--- src/logic/IsaPkg.sv ---
package IsaPkg;

  localparam int XLen         = 32;  // data and address width.
  localparam int RegAddrWidth = 5;   // x0 .. x31.

  // major opcodes of the supported subset.
  typedef enum logic [6:0] {
    OpReg    = 7'b0110011,
    OpImm    = 7'b0010011,
    OpLoad   = 7'b0000011,
    OpStore  = 7'b0100011,
    OpBranch = 7'b1100011,
    OpJal    = 7'b1101111,
    OpLui    = 7'b0110111
  } OpCode;

  // funct3 codes, alu group.
  localparam logic [2:0] F3AddSub = 3'b000;
  localparam logic [2:0] F3Sll    = 3'b001;
  localparam logic [2:0] F3Slt    = 3'b010;
  localparam logic [2:0] F3Xor    = 3'b100;
  localparam logic [2:0] F3SrlSra = 3'b101;
  localparam logic [2:0] F3Or     = 3'b110;
  localparam logic [2:0] F3And    = 3'b111;
  // funct3 codes, branch and memory group.
  localparam logic [2:0] F3Beq    = 3'b000;
  localparam logic [2:0] F3Bne    = 3'b001;
  localparam logic [2:0] F3Word   = 3'b010;  // lw / sw only.

  localparam logic [6:0] F7Alt    = 7'b0100000;  // selects sub and sra.

  // ####################################################################
  // instruction formats, all 32 bits, msb first.
  typedef struct packed {
    logic [6:0]              funct7;
    logic [RegAddrWidth-1:0] rs2;
    logic [RegAddrWidth-1:0] rs1;
    logic [2:0]              funct3;
    logic [RegAddrWidth-1:0] rd;
    logic [6:0]              opcode;
  } RFormat;

  typedef struct packed {
    logic [11:0]             imm11to0;
    logic [RegAddrWidth-1:0] rs1;
    logic [2:0]              funct3;
    logic [RegAddrWidth-1:0] rd;
    logic [6:0]              opcode;
  } IFormat;

  typedef struct packed {
    logic [6:0]              imm11to5;
    logic [RegAddrWidth-1:0] rs2;
    logic [RegAddrWidth-1:0] rs1;
    logic [2:0]              funct3;
    logic [4:0]              imm4to0;
    logic [6:0]              opcode;
  } SFormat;

  typedef struct packed {
    logic                    imm12;
    logic [5:0]              imm10to5;
    logic [RegAddrWidth-1:0] rs2;
    logic [RegAddrWidth-1:0] rs1;
    logic [2:0]              funct3;
    logic [3:0]              imm4to1;
    logic                    imm11;
    logic [6:0]              opcode;
  } BFormat;

  typedef struct packed {
    logic                    imm20;
    logic [9:0]              imm10to1;
    logic                    imm11;
    logic [7:0]              imm19to12;
    logic [RegAddrWidth-1:0] rd;
    logic [6:0]              opcode;
  } JFormat;

  typedef struct packed {
    logic [19:0]             imm31to12;
    logic [RegAddrWidth-1:0] rd;
    logic [6:0]              opcode;
  } UFormat;

  // one fetched word, viewed through each format.
  typedef union packed {
    RFormat r;
    IFormat i;
    SFormat s;
    BFormat b;
    JFormat j;
    UFormat u;
  } InstructionWord;

endpackage

--- src/logic/RegisterFile.sv ---
`timescale 1ns/100ps

module RegisterFile (
  input  logic                            clk,
  input  logic                            rstN,
  input  logic                            writeEnable,
  input  logic [IsaPkg::RegAddrWidth-1:0] readAddr1,
  input  logic [IsaPkg::RegAddrWidth-1:0] readAddr2,
  input  logic [IsaPkg::RegAddrWidth-1:0] writeAddr,
  input  logic [IsaPkg::XLen-1:0]         writeData,
  output logic [IsaPkg::XLen-1:0]         readData1,
  output logic [IsaPkg::XLen-1:0]         readData2
);
  import IsaPkg::*;

  localparam int RegCount = 2 ** RegAddrWidth;

  logic [XLen-1:0] regs [RegCount];

  // x0 is cleared at reset and never written, so it reads zero.
  always_ff @(posedge clk or negedge rstN) begin
    if (!rstN) begin
      for (int idx = 0; idx < RegCount; idx++)
        regs[idx] <= '0;
    end else if (writeEnable && writeAddr != '0) begin
      regs[writeAddr] <= writeData;  // writes to x0 are dropped.
    end
  end

  // asynchronous reads.
  assign readData1 = regs[readAddr1];
  assign readData2 = regs[readAddr2];

  // x0 stays zero across any write sequence.
  assert property (@(posedge clk) disable iff (!rstN)
    readAddr1 == '0 |-> readData1 == '0)
    else $error("regfile: x0 read back nonzero");

endmodule

--- config.mk ---
export PLATFORM = sky130hd
export DESIGN_NAME = RegisterFile
export DESIGN_NICKNAME = d
export VERILOG_FILES = /design/src/logic/IsaPkg.sv /design/src/logic/RegisterFile.sv
export SDC_FILE = /design/constraint.sdc
export NUM_CORES = 2
export LEC_CHECK = 0
export BUFFER_PORTS_ARGS = -buffer_cell sky130_fd_sc_hd__buf_2
export CAP_MARGIN = 10
export CORE_ASPECT_RATIO = 0.75
export CORE_UTILIZATION = 57
export CTS_CLUSTER_SIZE = 30
export DETAILED_ROUTE_END_ITERATION = 12
export MAX_ROUTING_LAYER = met4
export PLACE_DENSITY_LB_ADDON = 0.2
export SLEW_MARGIN = 25
export SYNTH_ARGS = -nofsm -noshare
export SYNTH_HDL_FRONTEND = slang
export SYNTH_SLANG_ARGS = --single-unit
--- constraint.sdc ---
create_clock -name clk -period 4.5 [get_ports clk]
set_input_delay 0.9 -clock clk [delete_from_list [all_inputs] [get_ports clk]]
set_output_delay 0.9 -clock clk [all_outputs]
set_load 0.05 [all_outputs]
==> flow_metrics.tcl <==
set metrics [dict create \
    crit_chain "buf_2 > nor2b_4 > buf_4 > a22o_1 > nor3_1 > a31oi_1 > nand3_1 > buf_2" \
    arrival_ns 3.09 \
    place_inst 5740 \
    ys_ff_latch 1024 \
    die_w_um 364 \
    clock_latency_ns 0.70 \
    synth_top_area_frac 0.458 \
    netlist_top_cells_count "dfrtp_1 (1024), mux2i_1 (1024), mux2_2 (953), clkbuf_1 (224), nand2_1 (210)" \
    hold_viol_final 0 \
    first_global_vias 39500 \
    clock_sink_count 1024 \
    antenna_found_initial 14 \
    critPathMaxFanout 13 \
    ys_types 28 \
    grt_start_max_net_pins 109 \
    pin_count 114 \
    end_kind "output port" \
    yosysSeqAreaShare 0.458 \
    gp_congestion 0.876 \
    hold_ws_ns 0.234 \
    synth_ff_type "dfrtp_1" \
    status "completed" \
    overflow 0 \
    dr_total_vias 39600 \
    pwr_density_cell_nw_per_um2 434 \
    critical_path.slowest_cell "nor2b_4" \
    fin_skew_ns 0 \
    io_buffers 113 \
    worstMarginPinSlew_ns 1.11 \
    p_leak_nw 29.2 \
    clock_path_buffers 3 \
    largest_reg_flops 1024 \
    synthArstFlopShare 1.00 \
    crit_path_frequent_cell "buf_2" \
    drive_above_1_share 0.319 \
    synth_edf_count 0 \
    synth_nets 4651 \
    rows 99 \
    dieArea_um2 99400 \
    max_cap_viol_count 0 \
    drtIter0Drc 4128 \
    ant_nets 0 \
    viasPerCell 6.67 \
    dpl.hpwl_mm 103 \
    coreArea_um2 97200 \
    hp-class "input pin to async pin" \
    rsz0062_at_grt "false" \
    synthToLayoutAreaGrowth_pct 10.1 \
    cp_slowest_stage_delay_ns 0.41 \
    regMostFlops "regs" \
    wl_per_cell_um 29.8 \
    final_nets 4580 \
    cp_num_buf_inv 3 \
    synthTopCellsByArea "dfrtp_1 (46%), mux2_2 (19%), mux2i_1 (18%)" \
    syn_area_per_cell_um2 12.2 \
    cts-root-buf "clkbuf_16" \
    setup_tns_ns 0 \
    stdcell_count 5937 \
    hold_buffers 0 \
    cts_made_buffers 101 \
    grt_usage 0.365 \
    cp_num_cells 8 \
    rrSetupSlack_ns 3.67 \
    reg2regPathDepth 1 \
    drc 0 \
    r2r-start "regs[6]" \
    peakVddDrop_uv 341 \
    setup_viol 0 \
    die_h_um 273 \
    h-tree-depth 3 \
    ys_warn_count 0 \
    synth_cells 4601 \
    crit_path_end "readData2[2]" \
    fin_crit_ns 3.99 \
    startpoint_type "input pin" \
    grt_pass1_wl_mm 263 \
    wl_mm 177 \
    initial_utilization 0.575 \
    dr.pass1.iters 6 \
    crit_start "readAddr2[0]" \
    r2r-end "regs[6]" \
    finalCritPeriodShare 0.886 \
    path_clk_slew_ns 0.06 \
    drv_slew 0 \
    cp_top_family "buffers and inverters" \
    maxSlewHeadroom 0.257 \
    top_regs "regs (1024)" \
    synth.largest_area_cell "dfrtp_1" \
    cts_resized 0 \
    clock.fmax_mhz 251 \
    synth_area_um2 55900 \
    path_class "input pin to output port" \
    cts_tree "yes" \
    required_ns 3.60 \
    post_cts_buffers 0 \
]
-- layout by cell type (no fill, tap or decap), drive strengths merged, types with 8 or more instances in the layout --
master     n
nand2    210
diode     15
nor3      65
a21oi    192
nor2      19
buf      299
clkbuf   145
bufinv     8
mux2i   1024
a31oi     64
a22oi    192
clkinv    23
dfrtp   1024
mux2     992
nand3    194
a22o     128
-- kinds of logic after synthesis --
family                 share of synthesized area
multiplexers                               0.383
flip-flops                                 0.458
buffers and inverters                     0.0450
AO/OA/AOI/OAI                             0.0701
AND/OR/NAND/NOR                           0.0439
-- report_power, final --
part	switching [W]	total [W]	internal, W
Combinational	0.00279	0.00553	0.00274
Sequential	0.00139	0.0124	0.0110
Clock	0.00377	0.00883	0.00506
-- worst min-delay path by stage --
stage,end
after CTS,regs[236]
after global placement,regs[1015]
after global routing,regs[88]
after floorplan,regs[1000]
final,regs[236]
after detailed placement,regs[1002]
-- area by class of cell --
type                       instances  area, um^2
antenna                           15        37.5
clock buffer                     145        2990
clock inverter                    37         415
fill                            7631       35600
multi-input combinational       3104       27900
sequential                      1024       25600
tap                             1313        1640
timing repair buffer             299        2990
-- per-stage QoR --
| stage | total power (W) | cell area, um^2 | setup WS [ns] | util |
|---|---|---|---|---|
| final | 0.0267 | 61600 | 0.513 | 0.634 |
| after CTS | 0.0267 | 61600 | 0.557 | 0.633 |
| after detailed placement | 0.0179 | 58200 | 0.561 | 0.598 |
| after global placement | 0.0176 | 58200 | 0.574 | 0.598 |
| after floorplan | 0.0162 | 55900 | 1.18 | - |
| after global routing | 0.0278 | 61600 | 0.503 | 0.633 |
-- metal layers --
| metal | vias to the layer above | global-route usage | routed length (um) | share of wire |
|---|---|---|---|---|
| met1 | 20600 | 0.500 | 77200 | 0.44 |
| li1 | 16800 | - | - | - |
| met4 | 0 | 0.129 | 5910 | 0.033 |
| met5 | - | - | 0 | 0 |
| met3 | 379 | 0.0795 | 14700 | 0.083 |
| met2 | 1780 | 0.535 | 79100 | 0.45 |
Power figures use the tool's default switching activity.
