$ cat config.mk
export PLATFORM = sky130hd
export DESIGN_NAME = ProgramCounter
export DESIGN_NICKNAME = d
export VERILOG_FILES = /design/src/logic/IsaPkg.sv /design/src/logic/ProgramCounter.sv
export SDC_FILE = /design/constraint.sdc
export NUM_CORES = 1
export LEC_CHECK = 0
export ABC_CLOCK_PERIOD_IN_PS = 2700
export BUFFER_PORTS_ARGS = -buffer_cell sky130_fd_sc_hd__buf_4
export CELL_PAD_IN_SITES_DETAIL_PLACEMENT = 2
export CELL_PAD_IN_SITES_GLOBAL_PLACEMENT = 2
export CORE_UTILIZATION = 28
export DETAILED_ROUTE_END_ITERATION = 8
export PLACE_DENSITY_LB_ADDON = 0.1
export RECOVER_POWER = 25
export SLEW_MARGIN = 40
export SYNTH_ARGS = -nofsm -noshare
export SYNTH_HDL_FRONTEND = slang
export SYNTH_SLANG_ARGS = --single-unit
export TNS_END_PERCENT = 50
$ cat constraint.sdc
create_clock -name clk -period 2.7 [get_ports clk]
set_input_delay 0.405 -clock clk [delete_from_list [all_inputs] [get_ports clk]]
set_output_delay 0.405 -clock clk [all_outputs]
set_load 0.02 [all_outputs]
$ cat src/logic/IsaPkg.sv
package IsaPkg;

  localparam int XLen         = 32;  // data and address width.
  localparam int RegAddrWidth = 5;   // x0 .. x31.

  // major opcodes of the supported subset.
  typedef enum logic [6:0] {
    OpReg    = 7'b0110011,
    OpImm    = 7'b0010011,
    OpLoad   = 7'b0000011,
    OpStore  = 7'b0100011,
    OpBranch = 7'b1100011,
    OpJal    = 7'b1101111,
    OpLui    = 7'b0110111
  } OpCode;

  // funct3 codes, alu group.
  localparam logic [2:0] F3AddSub = 3'b000;
  localparam logic [2:0] F3Sll    = 3'b001;
  localparam logic [2:0] F3Slt    = 3'b010;
  localparam logic [2:0] F3Xor    = 3'b100;
  localparam logic [2:0] F3SrlSra = 3'b101;
  localparam logic [2:0] F3Or     = 3'b110;
  localparam logic [2:0] F3And    = 3'b111;
  // funct3 codes, branch and memory group.
  localparam logic [2:0] F3Beq    = 3'b000;
  localparam logic [2:0] F3Bne    = 3'b001;
  localparam logic [2:0] F3Word   = 3'b010;  // lw / sw only.

  localparam logic [6:0] F7Alt    = 7'b0100000;  // selects sub and sra.

  // ####################################################################
  // instruction formats, all 32 bits, msb first.
  typedef struct packed {
    logic [6:0]              funct7;
    logic [RegAddrWidth-1:0] rs2;
    logic [RegAddrWidth-1:0] rs1;
    logic [2:0]              funct3;
    logic [RegAddrWidth-1:0] rd;
    logic [6:0]              opcode;
  } RFormat;

  typedef struct packed {
    logic [11:0]             imm11to0;
    logic [RegAddrWidth-1:0] rs1;
    logic [2:0]              funct3;
    logic [RegAddrWidth-1:0] rd;
    logic [6:0]              opcode;
  } IFormat;

  typedef struct packed {
    logic [6:0]              imm11to5;
    logic [RegAddrWidth-1:0] rs2;
    logic [RegAddrWidth-1:0] rs1;
    logic [2:0]              funct3;
    logic [4:0]              imm4to0;
    logic [6:0]              opcode;
  } SFormat;

  typedef struct packed {
    logic                    imm12;
    logic [5:0]              imm10to5;
    logic [RegAddrWidth-1:0] rs2;
    logic [RegAddrWidth-1:0] rs1;
    logic [2:0]              funct3;
    logic [3:0]              imm4to1;
    logic                    imm11;
    logic [6:0]              opcode;
  } BFormat;

  typedef struct packed {
    logic                    imm20;
    logic [9:0]              imm10to1;
    logic                    imm11;
    logic [7:0]              imm19to12;
    logic [RegAddrWidth-1:0] rd;
    logic [6:0]              opcode;
  } JFormat;

  typedef struct packed {
    logic [19:0]             imm31to12;
    logic [RegAddrWidth-1:0] rd;
    logic [6:0]              opcode;
  } UFormat;

  // one fetched word, viewed through each format.
  typedef union packed {
    RFormat r;
    IFormat i;
    SFormat s;
    BFormat b;
    JFormat j;
    UFormat u;
  } InstructionWord;

endpackage

$ cat src/logic/ProgramCounter.sv
`timescale 1ns/100ps

module ProgramCounter #(
  parameter logic [IsaPkg::XLen-1:0] ResetPc = '0
) (
  input  logic                    clk,
  input  logic                    rstN,
  input  logic                    advance,
  input  logic                    pcSrc,
  input  logic [IsaPkg::XLen-1:0] immExt,
  output logic [IsaPkg::XLen-1:0] pc,
  output logic [IsaPkg::XLen-1:0] pcPlus4
);
  import IsaPkg::*;

  logic [XLen-1:0] pcNext;

  assign pcPlus4 = pc + XLen'(4);
  assign pcNext  = pcSrc ? pc + immExt : pcPlus4;  // taken branch or jal.

  always_ff @(posedge clk or negedge rstN) begin
    if (!rstN)
      pc <= ResetPc;
    else if (advance)  // one step per strobe.
      pc <= pcNext;
  end

  // branch and jump offsets must keep the pc on a word.
  assert property (@(posedge clk) disable iff (!rstN) pc[1:0] == 2'b00)
    else $error("pc: misaligned pc %h", pc);

endmodule

==> out/metrics.csv <==
metric,value,unit
hp-class,input port to flip-flop,
antenna_found_initial,0,
grt_pass1_vias,5107,
endpoint,pcPlus4[23],
synth_edf_count,0,
drt_iter0_drc,139,
rsz0062_at_grt,yes,
power_density,1260,nW/um^2
dp_hpwl,13600,um
crit_cells,8,
cts_buffer_depth,2,
clkLatencyLatePin,0.30,ns
core,13800,sq um
drt-total-wl,18200,um
skew,0.00412,ns
tritoncts,built,
final_hold_viol_count,0,
die_h,121,um
start_util,0.287,
syn_inst,520,
clock_power_share,0.082,
crit_path_max_incr_delay,0.37,ns
cp.arrival,2.27,ns
worst_slew_pin_slew,2.29,ns
ys_seq_area_frac,0.202,
p_int,3.73,mW
critPathLaunchType,flip-flop,
p_sw_frac,0.506,
synth_seq_cells,32,
rrSetupSlack,0.11,ns
cts_sinks,32,
r2r-start,pc[1],
synthArstFlopShare,1.00,
drv_cap,1,
status,"finished, violations left",
n_antenna_cell,0,
dp.cells,847,
synth_area,3970,sq um
dieArea,14600,sq um
ant_nets,0,
root_buffer,clkbuf_16,
wl_per_cell,20.8,um
p_switching,3.82,mW
syn_to_final_growth,50.9,%
avgSynthCellArea,7.63,sq um
cts_buffers,5,
drive_above_1_share,0.378,
syn-num-nets,589,
viasPerCell,5.41,
gp_congestion,0.853,
critPathTopFamily,simple AND/OR/NAND/NOR gates,
cts_hold_buf,0,
yosys_warnings,0,
setup_violations,0,
fp-row-count,43,
critPathRequiredTime,2.30,ns
largestRegisters,pc: 32 flops,
dr.pass1.iters,4,
crit_path_max_fanout,4,
num_vias,4738,
crit_path_end_kind,primary output,
path_cells,buf_6 -> nand4_1 -> nor3_4 -> nand4_1 -> buf_4 -> nor2_2 -> xor2_2 -> buf_4,
fin_nets,763,
grt_max_degree,42,
timing.hold.ws,0.489,ns
cellLeakagePower,2.82,nW
setup_tns,0,ns
largest_reg_flops,32,
top_level_ports,100,
critical_path_class,flip-flop to primary output,
synth.distinct_cells,62,
portBuffers,99,
clk_pin_slew_worst_paths,0.06,ns
p_seq_frac,0.136,
grt_pass1_wl,27500,um
synthFlopType,dfrtp_1,
grt_usage,0.245,
peakVddDrop,419,uV
startpoint,pc[9],
critical_path.n_buffers_inverters,3,
largest-register,pc,
slew_viol_final,33,
grt_overflow,0,
die_w,121,um
max_freq,374,MHz
reg2regPathDepth,9,
period_needed,2.67,ns
final_cells,875,
cp_slowest_cell,dfrtp_1,
r2r-end,pc[15],
power_frac_comb,0.782,
h-tree-depth,2,
fin_crit_sh,0.991,
violations,"max-capacitance violations, max-slew violations",
slew_headroom,-0.530,
drc,0,
-- cells by family (layout without fill, tap and decap cells) --
kind of cell	Yosys count	count (layout)	synth area share
xor gates and xnor gates	51	51	0.113
adders and majority gates	33	33	0.106
and+or+nand+nor	176	176	0.219
AOI/OAI and AO/OA	174	174	0.293
DFF	32	32	0.202
buffers and inverters	46	221	0.0461
muxes	8	8	0.0215
-- stage by stage --
| stage | power, mW | util | setup slack, ns | cell area (sq um) |
|---|---|---|---|---|
| 6_report | 7.56 | 0.433 | 0.0253 | 5980 |
| 5_1_grt | 8.06 | 0.433 | -0.0880 | 5980 |
| 4_1_cts | 7.32 | 0.407 | 0.000664 | 5630 |
| 3_5_place_dp | 6.54 | 0.390 | -0.262 | 5390 |
| 3_3_place_gp | 6.38 | 0.390 | -0.134 | 5390 |
| 2_1_floorplan | 4.15 | - | 0.0312 | 3970 |
-- worst min path at each step --
| stage | startpoint | to | slack [ns] | depth (start not counted) |
|---|---|---|---|---|
| 2_1_floorplan | rstN | pc[0] | 0.11 | 0 |
| 3_3_place_gp | rstN | pc[29] | 0.42 | 1 |
| 3_5_place_dp | rstN | pc[26] | 0.42 | 1 |
| 4_1_cts | rstN | pc[26] | 0.10 | 1 |
| 5_1_grt | immExt[0] | pc[0] | 0.51 | 3 |
| 6_report | immExt[31] | pc[31] | 0.49 | 4 |
-- worst reg2reg max path: cells and delay by family, from the launching register on --
family / cells / cell delay, ns
compound gates: 5 / 1.16
flops: 1 / 0.40
fa+ha+maj: 1 / 0.31
mux: 1 / 0.28
buf+inv: 1 / 0.18
xor+xnor: 1 / 0.15
-- power groups by stage --
stage	clock, mW	sequential, mW	combinational, mW
final	0.622	1.03	5.91
after global routing	0.655	1.06	6.35
after CTS	0.635	0.996	5.69
after detailed placement	0	0.999	5.54
after global placement	0	0.991	5.39
after floorplan	0	1.31	2.85
-- Yosys cell counts, types with 3 or more instances --
| cell | count | area [sq um] |
|---|---|---|
| a21oi_1 | 50 | 250 |
| nand2_1 | 45 | 169 |
| o21ai_0 | 43 | 215 |
| nor2_1 | 37 | 139 |
| dfrtp_1 | 32 | 801 |
| ha_1 | 32 | 400 |
| xnor2_1 | 32 | 280 |
| nand3_1 | 22 | 110 |
| clkbuf_1 | 20 | 75.1 |
| nor3_1 | 19 | 95.1 |
| xor2_1 | 19 | 166 |
| inv_1 | 18 | 67.6 |
| a21o_1 | 14 | 105 |
| and3_1 | 13 | 81.3 |
| nand4_1 | 10 | 62.6 |
| a22o_1 | 9 | 78.8 |
| o21a_1 | 8 | 60.1 |
| nand2b_1 | 6 | 37.5 |
| o21ai_1 | 6 | 30.0 |
| nor3b_1 | 5 | 37.5 |
| a22oi_1 | 4 | 30.0 |
| and2_1 | 4 | 25.0 |
| buf_1 | 4 | 15.0 |
| mux2_2 | 4 | 45.0 |
| mux2i_1 | 4 | 40.0 |
| nor2b_1 | 4 | 25.0 |
| nor4_1 | 4 | 25.0 |
| o21bai_1 | 4 | 30.0 |
| o31ai_1 | 4 | 30.0 |
| and4_1 | 3 | 26.3 |
-- cell usage in the layout (no fill, tap or decap), drive strengths merged, types with 5 or more instances in the layout --
| cell type | n |
|---|---|
| ha | 32 |
| buf | 194 |
| a21o | 14 |
| xor2 | 19 |
| a21oi | 50 |
| nand2b | 6 |
| clkbuf | 7 |
| nor3b | 5 |
| o21ai | 49 |
| a22o | 9 |
| nor2 | 37 |
| and2 | 5 |
| nor3 | 20 |
| nand4 | 10 |
| nand2 | 45 |
| xnor2 | 32 |
| o21a | 8 |
| nand3 | 22 |
| and3 | 13 |
| inv | 18 |
| dfrtp | 32 |
-- final cells by class --
cell class              instances  area, sq um
clock buffers                   6          139
clock inverters                 2         10.0
fillers                      1573         7840
inverters                      18         67.6
well taps                     180          225
flip-flops and latches         32          806
multi-input cells             442         3250
repair buffers                195         1480
-- what timing repair did --
action                     in CTS  in global routing
setup endpoints to repair      15                 27
pin swaps                       1                 29
buffers inserted                2                 18
resized for setup              16                 50
-- metal layers --
layer  wire [um]  global-route usage  up-vias
met5           0                   0        -
met4         412              0.0656        0
met3         474              0.0390       28
met2        9590               0.451       98
met1        7760               0.292     2361
li1            -                   -     2251
No activity file was read; power rests on OpenSTA's default activity.
