[config.mk]
export PLATFORM = sky130hd
export DESIGN_NAME = ControlPath
export DESIGN_NICKNAME = d
export VERILOG_FILES = /design/src/logic/IsaPkg.sv /design/src/logic/ControlPkg.sv /design/src/logic/ControlPath.sv
export SDC_FILE = /design/constraint.sdc
export NUM_CORES = 1
export LEC_CHECK = 0
export BUFFER_PORTS_ARGS = -buffer_cell sky130_fd_sc_hd__buf_2
export CORE_MARGIN = 2
export CORE_UTILIZATION = 36
export DETAILED_ROUTE_END_ITERATION = 10
export PLACE_DENSITY = 0.81
export SETUP_SLACK_MARGIN = 0.4
export SYNTH_ARGS = -nofsm -noshare
export SYNTH_HDL_FRONTEND = slang
export SYNTH_SLANG_ARGS = --single-unit
[constraint.sdc]
create_clock -name vclk -period 3.6
set_clock_uncertainty 0.1 [all_clocks]
set_input_delay 0.9 -clock vclk [all_inputs]
set_output_delay 0.9 -clock vclk [all_outputs]
set_load 0.03 [all_outputs]
[src/logic/IsaPkg.sv]
package IsaPkg;

  localparam int XLen         = 32;  // data and address width.
  localparam int RegAddrWidth = 5;   // x0 .. x31.

  // major opcodes of the supported subset.
  typedef enum logic [6:0] {
    OpReg    = 7'b0110011,
    OpImm    = 7'b0010011,
    OpLoad   = 7'b0000011,
    OpStore  = 7'b0100011,
    OpBranch = 7'b1100011,
    OpJal    = 7'b1101111,
    OpLui    = 7'b0110111
  } OpCode;

  // funct3 codes, alu group.
  localparam logic [2:0] F3AddSub = 3'b000;
  localparam logic [2:0] F3Sll    = 3'b001;
  localparam logic [2:0] F3Slt    = 3'b010;
  localparam logic [2:0] F3Xor    = 3'b100;
  localparam logic [2:0] F3SrlSra = 3'b101;
  localparam logic [2:0] F3Or     = 3'b110;
  localparam logic [2:0] F3And    = 3'b111;
  // funct3 codes, branch and memory group.
  localparam logic [2:0] F3Beq    = 3'b000;
  localparam logic [2:0] F3Bne    = 3'b001;
  localparam logic [2:0] F3Word   = 3'b010;  // lw / sw only.

  localparam logic [6:0] F7Alt    = 7'b0100000;  // selects sub and sra.

  // ####################################################################
  // instruction formats, all 32 bits, msb first.
  typedef struct packed {
    logic [6:0]              funct7;
    logic [RegAddrWidth-1:0] rs2;
    logic [RegAddrWidth-1:0] rs1;
    logic [2:0]              funct3;
    logic [RegAddrWidth-1:0] rd;
    logic [6:0]              opcode;
  } RFormat;

  typedef struct packed {
    logic [11:0]             imm11to0;
    logic [RegAddrWidth-1:0] rs1;
    logic [2:0]              funct3;
    logic [RegAddrWidth-1:0] rd;
    logic [6:0]              opcode;
  } IFormat;

  typedef struct packed {
    logic [6:0]              imm11to5;
    logic [RegAddrWidth-1:0] rs2;
    logic [RegAddrWidth-1:0] rs1;
    logic [2:0]              funct3;
    logic [4:0]              imm4to0;
    logic [6:0]              opcode;
  } SFormat;

  typedef struct packed {
    logic                    imm12;
    logic [5:0]              imm10to5;
    logic [RegAddrWidth-1:0] rs2;
    logic [RegAddrWidth-1:0] rs1;
    logic [2:0]              funct3;
    logic [3:0]              imm4to1;
    logic                    imm11;
    logic [6:0]              opcode;
  } BFormat;

  typedef struct packed {
    logic                    imm20;
    logic [9:0]              imm10to1;
    logic                    imm11;
    logic [7:0]              imm19to12;
    logic [RegAddrWidth-1:0] rd;
    logic [6:0]              opcode;
  } JFormat;

  typedef struct packed {
    logic [19:0]             imm31to12;
    logic [RegAddrWidth-1:0] rd;
    logic [6:0]              opcode;
  } UFormat;

  // one fetched word, viewed through each format.
  typedef union packed {
    RFormat r;
    IFormat i;
    SFormat s;
    BFormat b;
    JFormat j;
    UFormat u;
  } InstructionWord;

endpackage

[src/logic/ControlPkg.sv]
package ControlPkg;

  // instruction class, one per encoding format family.
  typedef enum logic [2:0] {
    RType,
    IType,
    Load,
    Store,
    Branch,
    Jump,
    Upper,
    Illegal  // unknown opcode or unsupported funct3.
  } InstructionTypes;

  // operation within a class.
  typedef enum logic [3:0] {
    Add, Sub, And, Or, Xor,
    Slt, Sll, Srl, Sra,
    Beq, Bne,
    None     // class has no sub-operation.
  } InstructionSubTypes;

  // alu operation select.
  typedef enum logic [3:0] {
    AluAdd, AluSub, AluAnd, AluOr, AluXor,
    AluSlt, AluSll, AluSrl, AluSra
  } AluOps;

  // write-back source.
  typedef enum logic [1:0] {
    FromAlu,
    FromMemory,
    FromPcPlus4,  // jal link value.
    FromImm       // lui.
  } ResultSources;

endpackage

[src/logic/ControlPath.sv]
`timescale 1ns/100ps

module ControlPath (
  input  IsaPkg::InstructionWord          instruction,
  input  logic                            zero,
  output ControlPkg::AluOps               aluControl,
  output logic                            aluSrc,
  output logic                            pcSrc,
  output ControlPkg::ResultSources        resultSrc,
  output logic                            memWrite,
  output logic                            regWrite,
  output logic                            illegal,
  output logic [IsaPkg::RegAddrWidth-1:0] rs1,
  output logic [IsaPkg::RegAddrWidth-1:0] rs2,
  output logic [IsaPkg::RegAddrWidth-1:0] rd,
  output ControlPkg::InstructionTypes     instructionType,
  output ControlPkg::InstructionSubTypes  instructionSubType
);
  import IsaPkg::*;
  import ControlPkg::*;

  logic [6:0]         opcode;
  logic [2:0]         funct3;
  logic [6:0]         funct7;
  InstructionSubTypes aluSub;  // alu group decode, reg and imm forms.

  // field positions are shared by every format.
  assign opcode = instruction.r.opcode;
  assign funct3 = instruction.r.funct3;
  assign funct7 = instruction.r.funct7;
  assign rs1    = instruction.r.rs1;
  assign rs2    = instruction.r.rs2;
  assign rd     = instruction.r.rd;

  // maps funct3/funct7 of the alu group to an operation.
  function automatic InstructionSubTypes aluSubType(
    input logic [2:0] f3,
    input logic [6:0] f7,
    input logic       regForm
  );
    case (f3)
      F3AddSub: aluSubType = (regForm && f7 == F7Alt) ? Sub : Add;  // no subi.
      F3Sll:    aluSubType = Sll;
      F3Slt:    aluSubType = Slt;
      F3Xor:    aluSubType = Xor;
      F3SrlSra: aluSubType = (f7 == F7Alt) ? Sra : Srl;  // srai keeps f7 in imm.
      F3Or:     aluSubType = Or;
      F3And:    aluSubType = And;
      default:  aluSubType = None;  // sltu is not implemented.
    endcase
  endfunction

  // ####################################################################
  // instruction class decode.
  assign aluSub = aluSubType(funct3, funct7, opcode == OpReg);

  always_comb begin
    instructionType    = Illegal;
    instructionSubType = None;
    case (opcode)
      OpReg, OpImm: begin
        instructionSubType = aluSub;
        if (aluSub != None)
          instructionType = (opcode == OpReg) ? RType : IType;
      end
      OpLoad:   if (funct3 == F3Word) instructionType = Load;   // word only.
      OpStore:  if (funct3 == F3Word) instructionType = Store;
      OpBranch: begin
        if (funct3 == F3Beq) begin
          instructionType    = Branch;
          instructionSubType = Beq;
        end else if (funct3 == F3Bne) begin
          instructionType    = Branch;
          instructionSubType = Bne;
        end
      end
      OpJal:    instructionType = Jump;
      OpLui:    instructionType = Upper;
      default:  instructionType = Illegal;
    endcase
  end

  // ####################################################################
  // source select and write strobes.
  always_comb begin
    aluSrc    = 1'b1;     // immediate operand unless told otherwise.
    resultSrc = FromAlu;
    regWrite  = 1'b0;
    memWrite  = 1'b0;
    illegal   = 1'b0;
    case (instructionType)
      RType:  begin aluSrc = 1'b0; regWrite = 1'b1; end
      IType:  regWrite = 1'b1;
      Load:   begin regWrite = 1'b1; resultSrc = FromMemory; end
      Store:  memWrite = 1'b1;  // address = rs1 + imm.
      Branch: aluSrc = 1'b0;    // compare rs1 with rs2.
      Jump:   begin regWrite = 1'b1; resultSrc = FromPcPlus4; end
      Upper:  begin regWrite = 1'b1; resultSrc = FromImm; end
      default: illegal = 1'b1;  // retires as a no-op.
    endcase
  end

  // a store never writes back, an rd write never touches memory.
  always_comb begin
    assert (!(memWrite && regWrite))
      else $error("control: memWrite and regWrite both set");
  end

  // ####################################################################
  // alu operation encode.
  always_comb begin
    case (instructionSubType)
      Add, None: aluControl = AluAdd;  // also load/store address.
      Sub:       aluControl = AluSub;
      Beq, Bne:  aluControl = AluSub;  // zero flag gives equality.
      And:       aluControl = AluAnd;
      Or:        aluControl = AluOr;
      Xor:       aluControl = AluXor;
      Slt:       aluControl = AluSlt;
      Sll:       aluControl = AluSll;
      Srl:       aluControl = AluSrl;
      Sra:       aluControl = AluSra;
      default:   aluControl = AluAdd;
    endcase
  end

  // ####################################################################
  // branch resolution.
  assign pcSrc = (instructionType == Jump)
              || (instructionSubType == Beq &&  zero)
              || (instructionSubType == Bne && !zero);

endmodule

==> results.sh <==
export IMPL_n_antenna_cell=0
export IMPL_drv_slew=0
export IMPL_num_vias=963
export IMPL_rows=16
export IMPL_die_h_um=49.17
export IMPL_violations="negative setup slack"
export IMPL_drive_gt1_share_pct=71.14
export IMPL_worst_slack_ns=-0.4320
export IMPL_cp_required_ns=2.60
export IMPL_finalPower_mw=0.1021
export IMPL_grt_overflow=0
export IMPL_dp_hpwl_mm=1.840
export IMPL_max_freq_mhz=248.0
export IMPL_syn_nets=140
export IMPL_syn_area_um2=734.5
export IMPL_vdd_ir_drop_max_v=0.00004694
export IMPL_tightestPinTransition_ns=0.5936
export IMPL_grt_start_max_net_pins=11
export IMPL_critical_path_startpoint_type="input port"
export IMPL_hold_end="rs2[0]"
export IMPL_grt_pass1_wl_mm=4.312
export IMPL_grt_total_usage_pct=21.67
export IMPL_tns_ns=-1.480
export IMPL_cpPeakStageDelay_ns=0.54
export IMPL_crit_path_end_kind="output pin"
export IMPL_antenna_found_initial=0
export IMPL_seq_cell_count=0
export IMPL_grt_pass1_vias=954
export IMPL_final_net_count=187
export IMPL_clock_buffers=0
export IMPL_layout_commonest_cell="buf_6"
export IMPL_regArea_um2=0
export IMPL_crit_buf_inv=2
export IMPL_cp_startpoint="instruction[27]"
export IMPL_yosysSeqAreaShare_pct=0
export IMPL_antenna_left=0
export IMPL_status="complete, but fails checks"
export IMPL_yosysWarnings=0
export IMPL_leakagePower_nw=0.6046
export IMPL_min_from="instruction[20]"
export IMPL_drt_initial_drc_count=16
export IMPL_vias_per_cell=5.472
export IMPL_crit_fanout=3
export IMPL_setup_violations=6
export IMPL_start_util_pct=37.82
export IMPL_routedWlPerCell_um=15.76
export IMPL_die_w_um=49.17
export IMPL_io_pins=66
export IMPL_max_cap_viol_count=0
export IMPL_critPathSlowestCell="or4b_4"
export IMPL_synth_avg_cell_area_um2=7.062
export IMPL_path_common_cell="buf_6"
export IMPL_worstPathArrival_ns=3.03
export IMPL_place_port_buffers=36
export IMPL_period_minus_slack_ns=4.032
export IMPL_hp_class="input port to output pin"
export IMPL_grt_setup_unrepaired="yes"
export IMPL_drcViolationCount=0
export IMPL_synth_cells=104
export IMPL_powerDensity_nw_per_um2=72.18
export IMPL_cp_top_family="simple AND/OR/NAND/NOR gates"
export IMPL_routed_wl_mm=2.773
export IMPL_final_cell_mix="25 x buf_6, 23 x buf_4, 17 x buf_2"
export IMPL_crit_path_cell_trace="buf_6, or4b_4, or4_4, or3_4, o21a_4, ha_2, mux2i_2, o21ai_2, buf_6"
export IMPL_crit_type="input port to output pin"
export IMPL_first_pass_iters=4
export IMPL_holdBufCountCts=0
export IMPL_dieArea_um2=2418
export IMPL_routabilityCongestion=0.7802
export IMPL_core_um2=1942
export IMPL_timing_final_crit_share_pct=112.0
export IMPL_hold_depth=0
export IMPL_hold_viol_final=0
export IMPL_synthToLayoutAreaGrowth_pct=92.68
export IMPL_ys_types=42
export IMPL_maxSlewHeadroom_pct=60.12
cell families after synthesis:
kind of cell / after synthesis / synth area share, %
buffers and inverters: 24 / 22.66
AND/OR/NAND/NOR: 47 / 38.84
adder cells (fa/ha/maj): 3 / 5.111
AO/OA/AOI/OAI: 27 / 29.30
multiplexers: 3 / 4.089
layout make-up:
cell class         instances  area (um^2)
inverters                  4        17.52
well taps                 27        33.78
repair buffers            65        539.3
multi-input cells         80        824.5
fillers                  143        526.8
what timing repair did:
action	4_1_cts	5_1_grt
buffers inserted	7	1
resized for setup	45	15
pin swaps	7	9
endpoints found under the setup margin	17	17
through the flow:
stage / std cells / worst slack, ns / hold WS [ns] / instance area, um^2 / util, %
final: 176 / -0.4320 / 1.700 / 1415 / 72.87
after global routing: 176 / -0.4895 / 1.700 / 1415 / 72.87
after CTS: 175 / -0.3959 / 1.700 / 1330 / 68.49
after detailed placement: 168 / -0.4911 / 1.700 / 1124 / 57.86
after global placement: 168 / -0.4410 / 1.700 / 1124 / 57.86
after floorplan: 104 / -0.2984 / 1.832 / 907.1 / -
power by group:
group          internal [mW]  switching [mW]  total, mW
sequential                 0               0          0
combinational         0.0475          0.0546      0.102
clock                      0               0          0
total                 0.0475          0.0546      0.102
metal layers:
metal,global-route usage (%),routed length (um),up-vias
met5,0,0,-
met4,3.333,30,0
met3,1.534,91,6
met2,42.79,1552,30
met1,25.28,1098,460
li1,-,-,467
worst max-delay path by stage:
stage	to	slack [ns]	depth (start not counted)
floorplan	pcSrc	-0.30	8
CTS	pcSrc	-0.40	9
global placement	aluControl[0]	-0.44	9
finish	pcSrc	-0.43	9
global route	pcSrc	-0.49	9
detailed placement	aluControl[0]	-0.49	9
synthesized netlist by cell type, drive strengths merged, types with 2 or more instances:
| library cell | n | area, um^2 |
|---|---|---|
| nor4 | 2 | 25.02 |
| nor2 | 6 | 22.52 |
| nand3 | 4 | 20.02 |
| a2111oi | 2 | 17.52 |
| buf | 19 | 143.9 |
| inv | 4 | 15.01 |
| a21bo | 2 | 20.02 |
| o21ai | 3 | 15.01 |
| nand2b | 4 | 25.02 |
| nand4 | 3 | 18.77 |
| ha | 3 | 37.54 |
| a21oi | 4 | 23.77 |
| a21boi | 3 | 22.52 |
| or3 | 3 | 18.77 |
| nor2b | 6 | 37.54 |
| nor3 | 5 | 25.02 |
| a31oi | 2 | 12.51 |
| mux2i | 3 | 30.03 |
| nand2 | 7 | 26.28 |
| o211ai | 2 | 15.01 |
(Power assumes the default switching activity.)
