`src/logic/IsaPkg.sv`:
```
package IsaPkg;

  localparam int XLen         = 32;  // data and address width.
  localparam int RegAddrWidth = 5;   // x0 .. x31.

  // major opcodes of the supported subset.
  typedef enum logic [6:0] {
    OpReg    = 7'b0110011,
    OpImm    = 7'b0010011,
    OpLoad   = 7'b0000011,
    OpStore  = 7'b0100011,
    OpBranch = 7'b1100011,
    OpJal    = 7'b1101111,
    OpLui    = 7'b0110111
  } OpCode;

  // funct3 codes, alu group.
  localparam logic [2:0] F3AddSub = 3'b000;
  localparam logic [2:0] F3Sll    = 3'b001;
  localparam logic [2:0] F3Slt    = 3'b010;
  localparam logic [2:0] F3Xor    = 3'b100;
  localparam logic [2:0] F3SrlSra = 3'b101;
  localparam logic [2:0] F3Or     = 3'b110;
  localparam logic [2:0] F3And    = 3'b111;
  // funct3 codes, branch and memory group.
  localparam logic [2:0] F3Beq    = 3'b000;
  localparam logic [2:0] F3Bne    = 3'b001;
  localparam logic [2:0] F3Word   = 3'b010;  // lw / sw only.

  localparam logic [6:0] F7Alt    = 7'b0100000;  // selects sub and sra.

  // ####################################################################
  // instruction formats, all 32 bits, msb first.
  typedef struct packed {
    logic [6:0]              funct7;
    logic [RegAddrWidth-1:0] rs2;
    logic [RegAddrWidth-1:0] rs1;
    logic [2:0]              funct3;
    logic [RegAddrWidth-1:0] rd;
    logic [6:0]              opcode;
  } RFormat;

  typedef struct packed {
    logic [11:0]             imm11to0;
    logic [RegAddrWidth-1:0] rs1;
    logic [2:0]              funct3;
    logic [RegAddrWidth-1:0] rd;
    logic [6:0]              opcode;
  } IFormat;

  typedef struct packed {
    logic [6:0]              imm11to5;
    logic [RegAddrWidth-1:0] rs2;
    logic [RegAddrWidth-1:0] rs1;
    logic [2:0]              funct3;
    logic [4:0]              imm4to0;
    logic [6:0]              opcode;
  } SFormat;

  typedef struct packed {
    logic                    imm12;
    logic [5:0]              imm10to5;
    logic [RegAddrWidth-1:0] rs2;
    logic [RegAddrWidth-1:0] rs1;
    logic [2:0]              funct3;
    logic [3:0]              imm4to1;
    logic                    imm11;
    logic [6:0]              opcode;
  } BFormat;

  typedef struct packed {
    logic                    imm20;
    logic [9:0]              imm10to1;
    logic                    imm11;
    logic [7:0]              imm19to12;
    logic [RegAddrWidth-1:0] rd;
    logic [6:0]              opcode;
  } JFormat;

  typedef struct packed {
    logic [19:0]             imm31to12;
    logic [RegAddrWidth-1:0] rd;
    logic [6:0]              opcode;
  } UFormat;

  // one fetched word, viewed through each format.
  typedef union packed {
    RFormat r;
    IFormat i;
    SFormat s;
    BFormat b;
    JFormat j;
    UFormat u;
  } InstructionWord;

endpackage

```
`src/logic/ControlPkg.sv`:
```
package ControlPkg;

  // instruction class, one per encoding format family.
  typedef enum logic [2:0] {
    RType,
    IType,
    Load,
    Store,
    Branch,
    Jump,
    Upper,
    Illegal  // unknown opcode or unsupported funct3.
  } InstructionTypes;

  // operation within a class.
  typedef enum logic [3:0] {
    Add, Sub, And, Or, Xor,
    Slt, Sll, Srl, Sra,
    Beq, Bne,
    None     // class has no sub-operation.
  } InstructionSubTypes;

  // alu operation select.
  typedef enum logic [3:0] {
    AluAdd, AluSub, AluAnd, AluOr, AluXor,
    AluSlt, AluSll, AluSrl, AluSra
  } AluOps;

  // write-back source.
  typedef enum logic [1:0] {
    FromAlu,
    FromMemory,
    FromPcPlus4,  // jal link value.
    FromImm       // lui.
  } ResultSources;

endpackage

```
`src/logic/ImmDecode.sv`:
```
`timescale 1ns/100ps

module ImmDecode (
  input  IsaPkg::InstructionWord      instruction,
  input  ControlPkg::InstructionTypes instructionType,
  output logic [IsaPkg::XLen-1:0]     immExt
);
  import IsaPkg::*;
  import ControlPkg::*;

  always_comb begin
    case (instructionType)
      // i format, also used for shift amounts.
      IType, Load:
        immExt = {{(XLen-12){instruction.i.imm11to0[11]}}, instruction.i.imm11to0};
      Store:  // split across the rd slot.
        immExt = {{(XLen-12){instruction.s.imm11to5[6]}},
                  instruction.s.imm11to5,
                  instruction.s.imm4to0};
      Branch: // halfword offset, bit 0 implied.
        immExt = {{(XLen-13){instruction.b.imm12}},
                  instruction.b.imm12,
                  instruction.b.imm11,
                  instruction.b.imm10to5,
                  instruction.b.imm4to1,
                  1'b0};
      Jump:   // +/- 1 MiB reach.
        immExt = {{(XLen-21){instruction.j.imm20}},
                  instruction.j.imm20,
                  instruction.j.imm19to12,
                  instruction.j.imm11,
                  instruction.j.imm10to1,
                  1'b0};
      Upper:  // lui value, low bits cleared.
        immExt = {instruction.u.imm31to12, {(XLen-20){1'b0}}};
      default:
        immExt = '0;  // rtype and illegal carry no immediate.
    endcase
  end

endmodule

```
`config.mk`:
```
export PLATFORM = sky130hd
export DESIGN_NAME = ImmDecode
export DESIGN_NICKNAME = d
export VERILOG_FILES = /design/src/logic/IsaPkg.sv /design/src/logic/ControlPkg.sv /design/src/logic/ImmDecode.sv
export SDC_FILE = /design/constraint.sdc
export NUM_CORES = 1
export LEC_CHECK = 0
export ABC_CLOCK_PERIOD_IN_PS = 2800
export BUFFER_PORTS_ARGS = -buffer_cell sky130_fd_sc_hd__clkbuf_2
export CAP_MARGIN = 0
export CORE_MARGIN = 2
export CORE_UTILIZATION = 35
export DETAILED_ROUTE_END_ITERATION = 6
export PLACE_DENSITY = 0.92
export REMOVE_ABC_BUFFERS = 1
export SLEW_MARGIN = 0
export SYNTH_ARGS = -nofsm -noshare
export SYNTH_HDL_FRONTEND = slang
export SYNTH_SLANG_ARGS = --single-unit
```
`constraint.sdc`:
```
create_clock -name vclk -period 2.8
set_input_delay 0.28 -clock vclk [all_inputs]
set_output_delay 0.28 -clock vclk [all_outputs]
set_load 0.1 [all_outputs]
```
==> results of run 1 <==
-- Yosys cell counts --
library cell / count / area, um2
o22ai_1: 4 / 25.0
or2_2: 1 / 6.26
buf_6: 2 / 22.5
clkbuf_1: 3 / 11.3
a21oi_1: 1 / 5.00
o31ai_1: 1 / 7.51
and2_1: 6 / 37.5
mux2i_1: 6 / 60.1
a21boi_0: 1 / 7.51
a21o_1: 8 / 60.1
nor2b_1: 2 / 12.5
nand2_1: 12 / 45.0
nand3_1: 13 / 65.1
a211oi_1: 1 / 7.51
a31oi_1: 1 / 6.26
o21ai_0: 1 / 5.00
nor2_1: 1 / 3.75
and3b_1: 1 / 8.76
buf_2: 3 / 15.0
or3_4: 1 / 11.3
inv_1: 1 / 3.75
and3_1: 1 / 6.26
and3_4: 1 / 11.3
a22oi_1: 4 / 30.0
xnor2_1: 1 / 8.76
-- cell families (layout without fill, tap and decap cells) --
group,Yosys count,after routing
and+or+nand+nor,39,39
buffers and inverters,9,62
muxes,6,6
AOI/OAI and AO/OA,22,22
xor gates and xnor gates,1,1
-- layer usage --
metal,vias up,part of all wire,global-route usage
li1,389,-,-
met2,32,0.55,0.367
met5,-,0,0
met3,0,0.092,0
met4,0,0,0
met1,346,0.36,0.203
-- final timing paths --
| path | startpoint | cells past startpoint | to |
|---|---|---|---|
| worst max-delay path | instructionType[0] | 5 | immExt[9] |
| worst min-delay path | instruction[27] | 4 | immExt[27] |
-- per-stage QoR --
step                setup TNS [ns]  std cells   util  power (W)
floorplan                   -0.238         69      -   0.000354
global placement                 0        145  0.585   0.000428
detailed placement               0        145  0.585   0.000433
CTS                              0        145  0.585   0.000433
global route                     0        145  0.585   0.000449
finish                           0        145  0.585   0.000431
-- critical path, delay by kind of cell --
kind	cells	cell delay, ns
buffers and inverters	2	0.78
AO/OA/AOI/OAI	1	0.42
AND/OR/NAND/NOR	2	0.41
-- power groups by stage --
stage | Combinational (W) | Sequential (W) | Clock, W
2_1_floorplan | 0.000354 | 0 | 0
5_1_grt | 0.000449 | 0 | 0
4_1_cts | 0.000433 | 0 | 0
3_5_place_dp | 0.000433 | 0 | 0
3_3_place_gp | 0.000428 | 0 | 0
6_report | 0.000431 | 0 | 0
-- area by class of cell --
cell class                      count  area share
Inverter                            1     0.00493
Multi-Input combinational cell     68       0.566
Tap cell                           15      0.0247
Timing Repair Buffer               61       0.405
==> impl_metrics.toml, run 1 <==
[synth]
ys_types = 25
yosys_warnings = 0
synth_top_family_by_area = "simple AND/OR/NAND/NOR gates"
syn_avg_cell_area_um2 = 6.27
seq_area_frac_synth = 0
synthXorXnorAreaFrac = 0.0181
synthMuxAreaShare = 0.124
synthAdderAreaFrac = 0
syn_area_um2 = 483
synthSimpleGateAreaFrac = 0.430
synthCells = 77
synth_compound_area_frac = 0.319

[worst_setup_path]
max_stage_delay_ns = 0.45
cp_max_fo = 18
cp_cell_sequence = "clkbuf_2 > or3_4 > a21boi_0 > and2_1 > clkbuf_2"
start_kind = "input pin"
crit_top_cell = "clkbuf_2"
endpoint_kind = "output pin"
cp_data_required_time_ns = 2.52
critPathSlowestCell = "clkbuf_2"
cp.arrival_ns = 1.90
worstSetupPathType = "input pin to output pin"

[final_layout]
multi_input_comb_area_um2 = 430
fillCellCount = 146
seq_cells = 0
antenna_cells = 0
area_growth_pct = 57.5
mostFrequentLayoutCells = "60 x clkbuf_2, 13 x nand3_1, 12 x nand2_1"
drive_above_1_share = 0.492
nClkBuffers = 0
nets = 167
layout_commonest_cell = "clkbuf_2"
stdcell_area_um2 = 761
ff_latch_area_um2 = 0

[die]
start_util = 0.371
io_pins = 67
num_rows = 13
die_y_um = 41.1
die_w_um = 41.1
die_area_um2 = 1690
core_area_um2 = 1300

[place]
dp_hpwl_mm = 1.35
place_congestion = 0.647
placed_area_um2 = 761
numPortBuffers = 60
preCtsSetupSlack_ns = 0.633

[timing]
hold_viol_final = 0
max_freq_mhz = 459
rsz0062_at_grt = "no"
setup_viol = 0
fin_hold_ws_ns = 1.12
min_period_over_period = 0.779
setup_ws_ns = 0.620
tightest_slew_ns = 0.659
maxSlewHeadroom = 0.560
min_period_ns = 2.18
drv_slew = 0

[drt]
routed_wl_mm = 1.61
wire_per_inst_um = 11.1
viasPerCell = 5.29
antenna_left = 0
dr.pass1.iters = 3
drtIter0Drc = 4
drcViolationCount = 0
vias = 767

[clock_tree]
post-cts-setup-buffers = 0
hold_buffers = 0
cts_resized = 0

[status]
status = "finished clean"

[power]
clkPwrFrac = 0
cellPowerDensity_nw_per_um2 = 567
p_int_w = 0.0000694
peakVddDrop_uv = 254
comb_power_share = 1.000
switching_power_w = 0.000362
sw_frac_of_total = 0.839
cellLeakagePower_nw = 0.504
seqPwrFrac = 0

[grt]
grtUsageTotal = 0.175
antenna_found_initial = 0
overflow = 0
grt_max_degree = 20
grt_pass1_wl_mm = 2.13
grt_pass1_vias = 540

[run]
cap_violations = 0

[min_path]
holdCritPathClass = "input pin to output pin"
No activity file was read; power rests on OpenSTA's default activity.
==> inputs of run 2 (changes only) <==
--- a/config.mk
+++ b/config.mk
@@ -5,13 +5,13 @@
 export SDC_FILE = /design/constraint.sdc
 export NUM_CORES = 1
 export LEC_CHECK = 0
-export ABC_CLOCK_PERIOD_IN_PS = 2800
+export ABC_CLOCK_PERIOD_IN_PS = 2200
 export BUFFER_PORTS_ARGS = -buffer_cell sky130_fd_sc_hd__clkbuf_2
 export CAP_MARGIN = 0
 export CORE_MARGIN = 2
-export CORE_UTILIZATION = 35
+export CORE_UTILIZATION = 32
 export DETAILED_ROUTE_END_ITERATION = 6
-export PLACE_DENSITY = 0.92
+export PLACE_DENSITY = 0.85
 export REMOVE_ABC_BUFFERS = 1
 export SLEW_MARGIN = 0
 export SYNTH_ARGS = -nofsm -noshare
==> constraint.sdc (replaced) <==
create_clock -name vclk -period 2.2
set_input_delay 0.22 -clock vclk [all_inputs]
set_output_delay 0.22 -clock vclk [all_outputs]
set_load 0.1 [all_outputs]
==> run 2 against run 1 <==
  * Routed wire length is 31% higher
  * Via count is 5.2% higher
  * Worst hold slack worse by 0.27 ns
  * Global-route usage is 5.6 points higher
  * Cell area is 38% higher
  * Sequential share of layout area stayed put
  * Critical path type unchanged
  * Critical endpoint is now immExt[7]
  * Highest routed layer is now met4
==> impl_metrics.toml, run 2 (synthesis gave the netlist of run 1 again) <==
[grt]
grtUsageMet2 = 0.455
met1_usage = 0.253
overflow = 0
grt_pass1_vias = 829
grtUsageTotal = 0.230
grt_max_degree = 20
antenna_found_initial = 0
grt_pass1_wl_mm = 3.44
grt.busiest_layer = "met2"
grt_util_met3 = 0.0170

[clock_tree]
hold_buffers = 0
post-cts-setup-buffers = 0
cts_resized = 0

[drt]
drcViolationCount = 0
viasPerCell = 5.45
dr.pass1.iters = 4
vias = 807
drtIter0Drc = 13
routed_wl_mm = 2.11
antenna_left = 0
wire_per_inst_um = 14.2

[worst_setup_path]
start_kind = "input pin"
max_stage_delay_ns = 0.47
cp_top_family = "buffers and inverters"
cp_cell_sequence = "clkbuf_2 > or3_4 > a21boi_0 > and2_1 > buf_12"
cp_data_required_time_ns = 1.98
cp_max_fo = 18
endpoint_kind = "output pin"
cp.arrival_ns = 1.73
crit_buf_inv = 2
worstSetupPathType = "input pin to output pin"
critPathSlowestCell = "a21boi_0"

[final_layout]
nClkBuffers = 0
layout_commonest_cell = "clkbuf_2"
seq_cells = 0
stdcell_area_um2 = 1050
area_growth_pct = 118
mostFrequentLayoutCells = "35 x clkbuf_2, 17 x buf_12, 13 x nand3_1"
nets = 169
ff_latch_area_um2 = 0
drive_above_1_share = 0.500
antenna_cells = 0

[place]
placed_area_um2 = 1050
place_congestion = 0.773
dp_hpwl_mm = 1.72
preCtsSetupSlack_ns = 0.263
numPortBuffers = 60

[min_path]
holdCritPathClass = "input pin to output pin"
holdPathEnd = "immExt[6]"
hold_start = "instruction[26]"
hold_path_depth = 3

[run]
cap_violations = 0

[die]
die_area_um2 = 1840
die_w_um = 42.9
num_rows = 14
core_area_um2 = 1450
start_util = 0.332
io_pins = 67
die_y_um = 42.9

[timing]
max_freq_mhz = 512
drv_slew = 0
rsz0062_at_grt = "no"
min_period_over_period = 0.888
maxSlewHeadroom = 0.626
tightest_slew_ns = 0.556
hold_viol_final = 0
fin_hold_ws_ns = 0.854
min_period_ns = 1.95
setup_ws_ns = 0.246
setup_viol = 0

[status]
status = "finished clean"

[power]
cellPowerDensity_nw_per_um2 = 634
power_w = 0.000667
cellLeakagePower_nw = 0.598
peakVddDrop_uv = 316
-- run 2: how the worst max path moves through the flow --
stage | from | to | slack, ns | cells past startpoint
3_3_place_gp | instructionType[0] | immExt[8] | 0.38 | 5
6_report | instructionType[0] | immExt[7] | 0.25 | 5
2_1_floorplan | instructionType[0] | immExt[0] | -0.62 | 2
3_5_place_dp | instructionType[0] | immExt[7] | 0.26 | 5
4_1_cts | instructionType[0] | immExt[7] | 0.27 | 5
5_1_grt | instructionType[0] | immExt[7] | 0.06 | 5
-- run 2: worst min-delay path: stages --
cell and delay, ns:
clkbuf_2 0.09, and2_1 0.16, buf_12 0.17
-- run 2: final cells by class --
cell class / instances / area [um2]
Multi-Input combinational cell: 68 / 430
Inverter: 1 / 3.75
Timing Repair Buffer: 63 / 598
Fill cell: 106 / 402
Tap cell: 16 / 20.0
-- run 2: report_power, final --
| group | leakage (nW) | total (W) | internal (W) | switching, W |
|---|---|---|---|---|
| clock | 0 | 0 | 0 | 0 |
| sequential | 0 | 0 | 0 | 0 |
| combinational | 0.598 | 0.000667 | 0.000183 | 0.000484 |
-- run 2: stage by stage --
stage                     setup TNS (ns)   util  instances
after floorplan                    -1.36      -         69
after global placement                 0  0.724        148
after detailed placement               0  0.724        148
after CTS                              0  0.724        148
after global routing                   0  0.724        148
final                                  0  0.724        148
-- run 2: routing by layer --
layer / routed length [um] / share of wire
met4: 72 / 0.034
met5: 0 / 0
met2: 1110 / 0.53
met1: 758 / 0.36
met3: 161 / 0.076
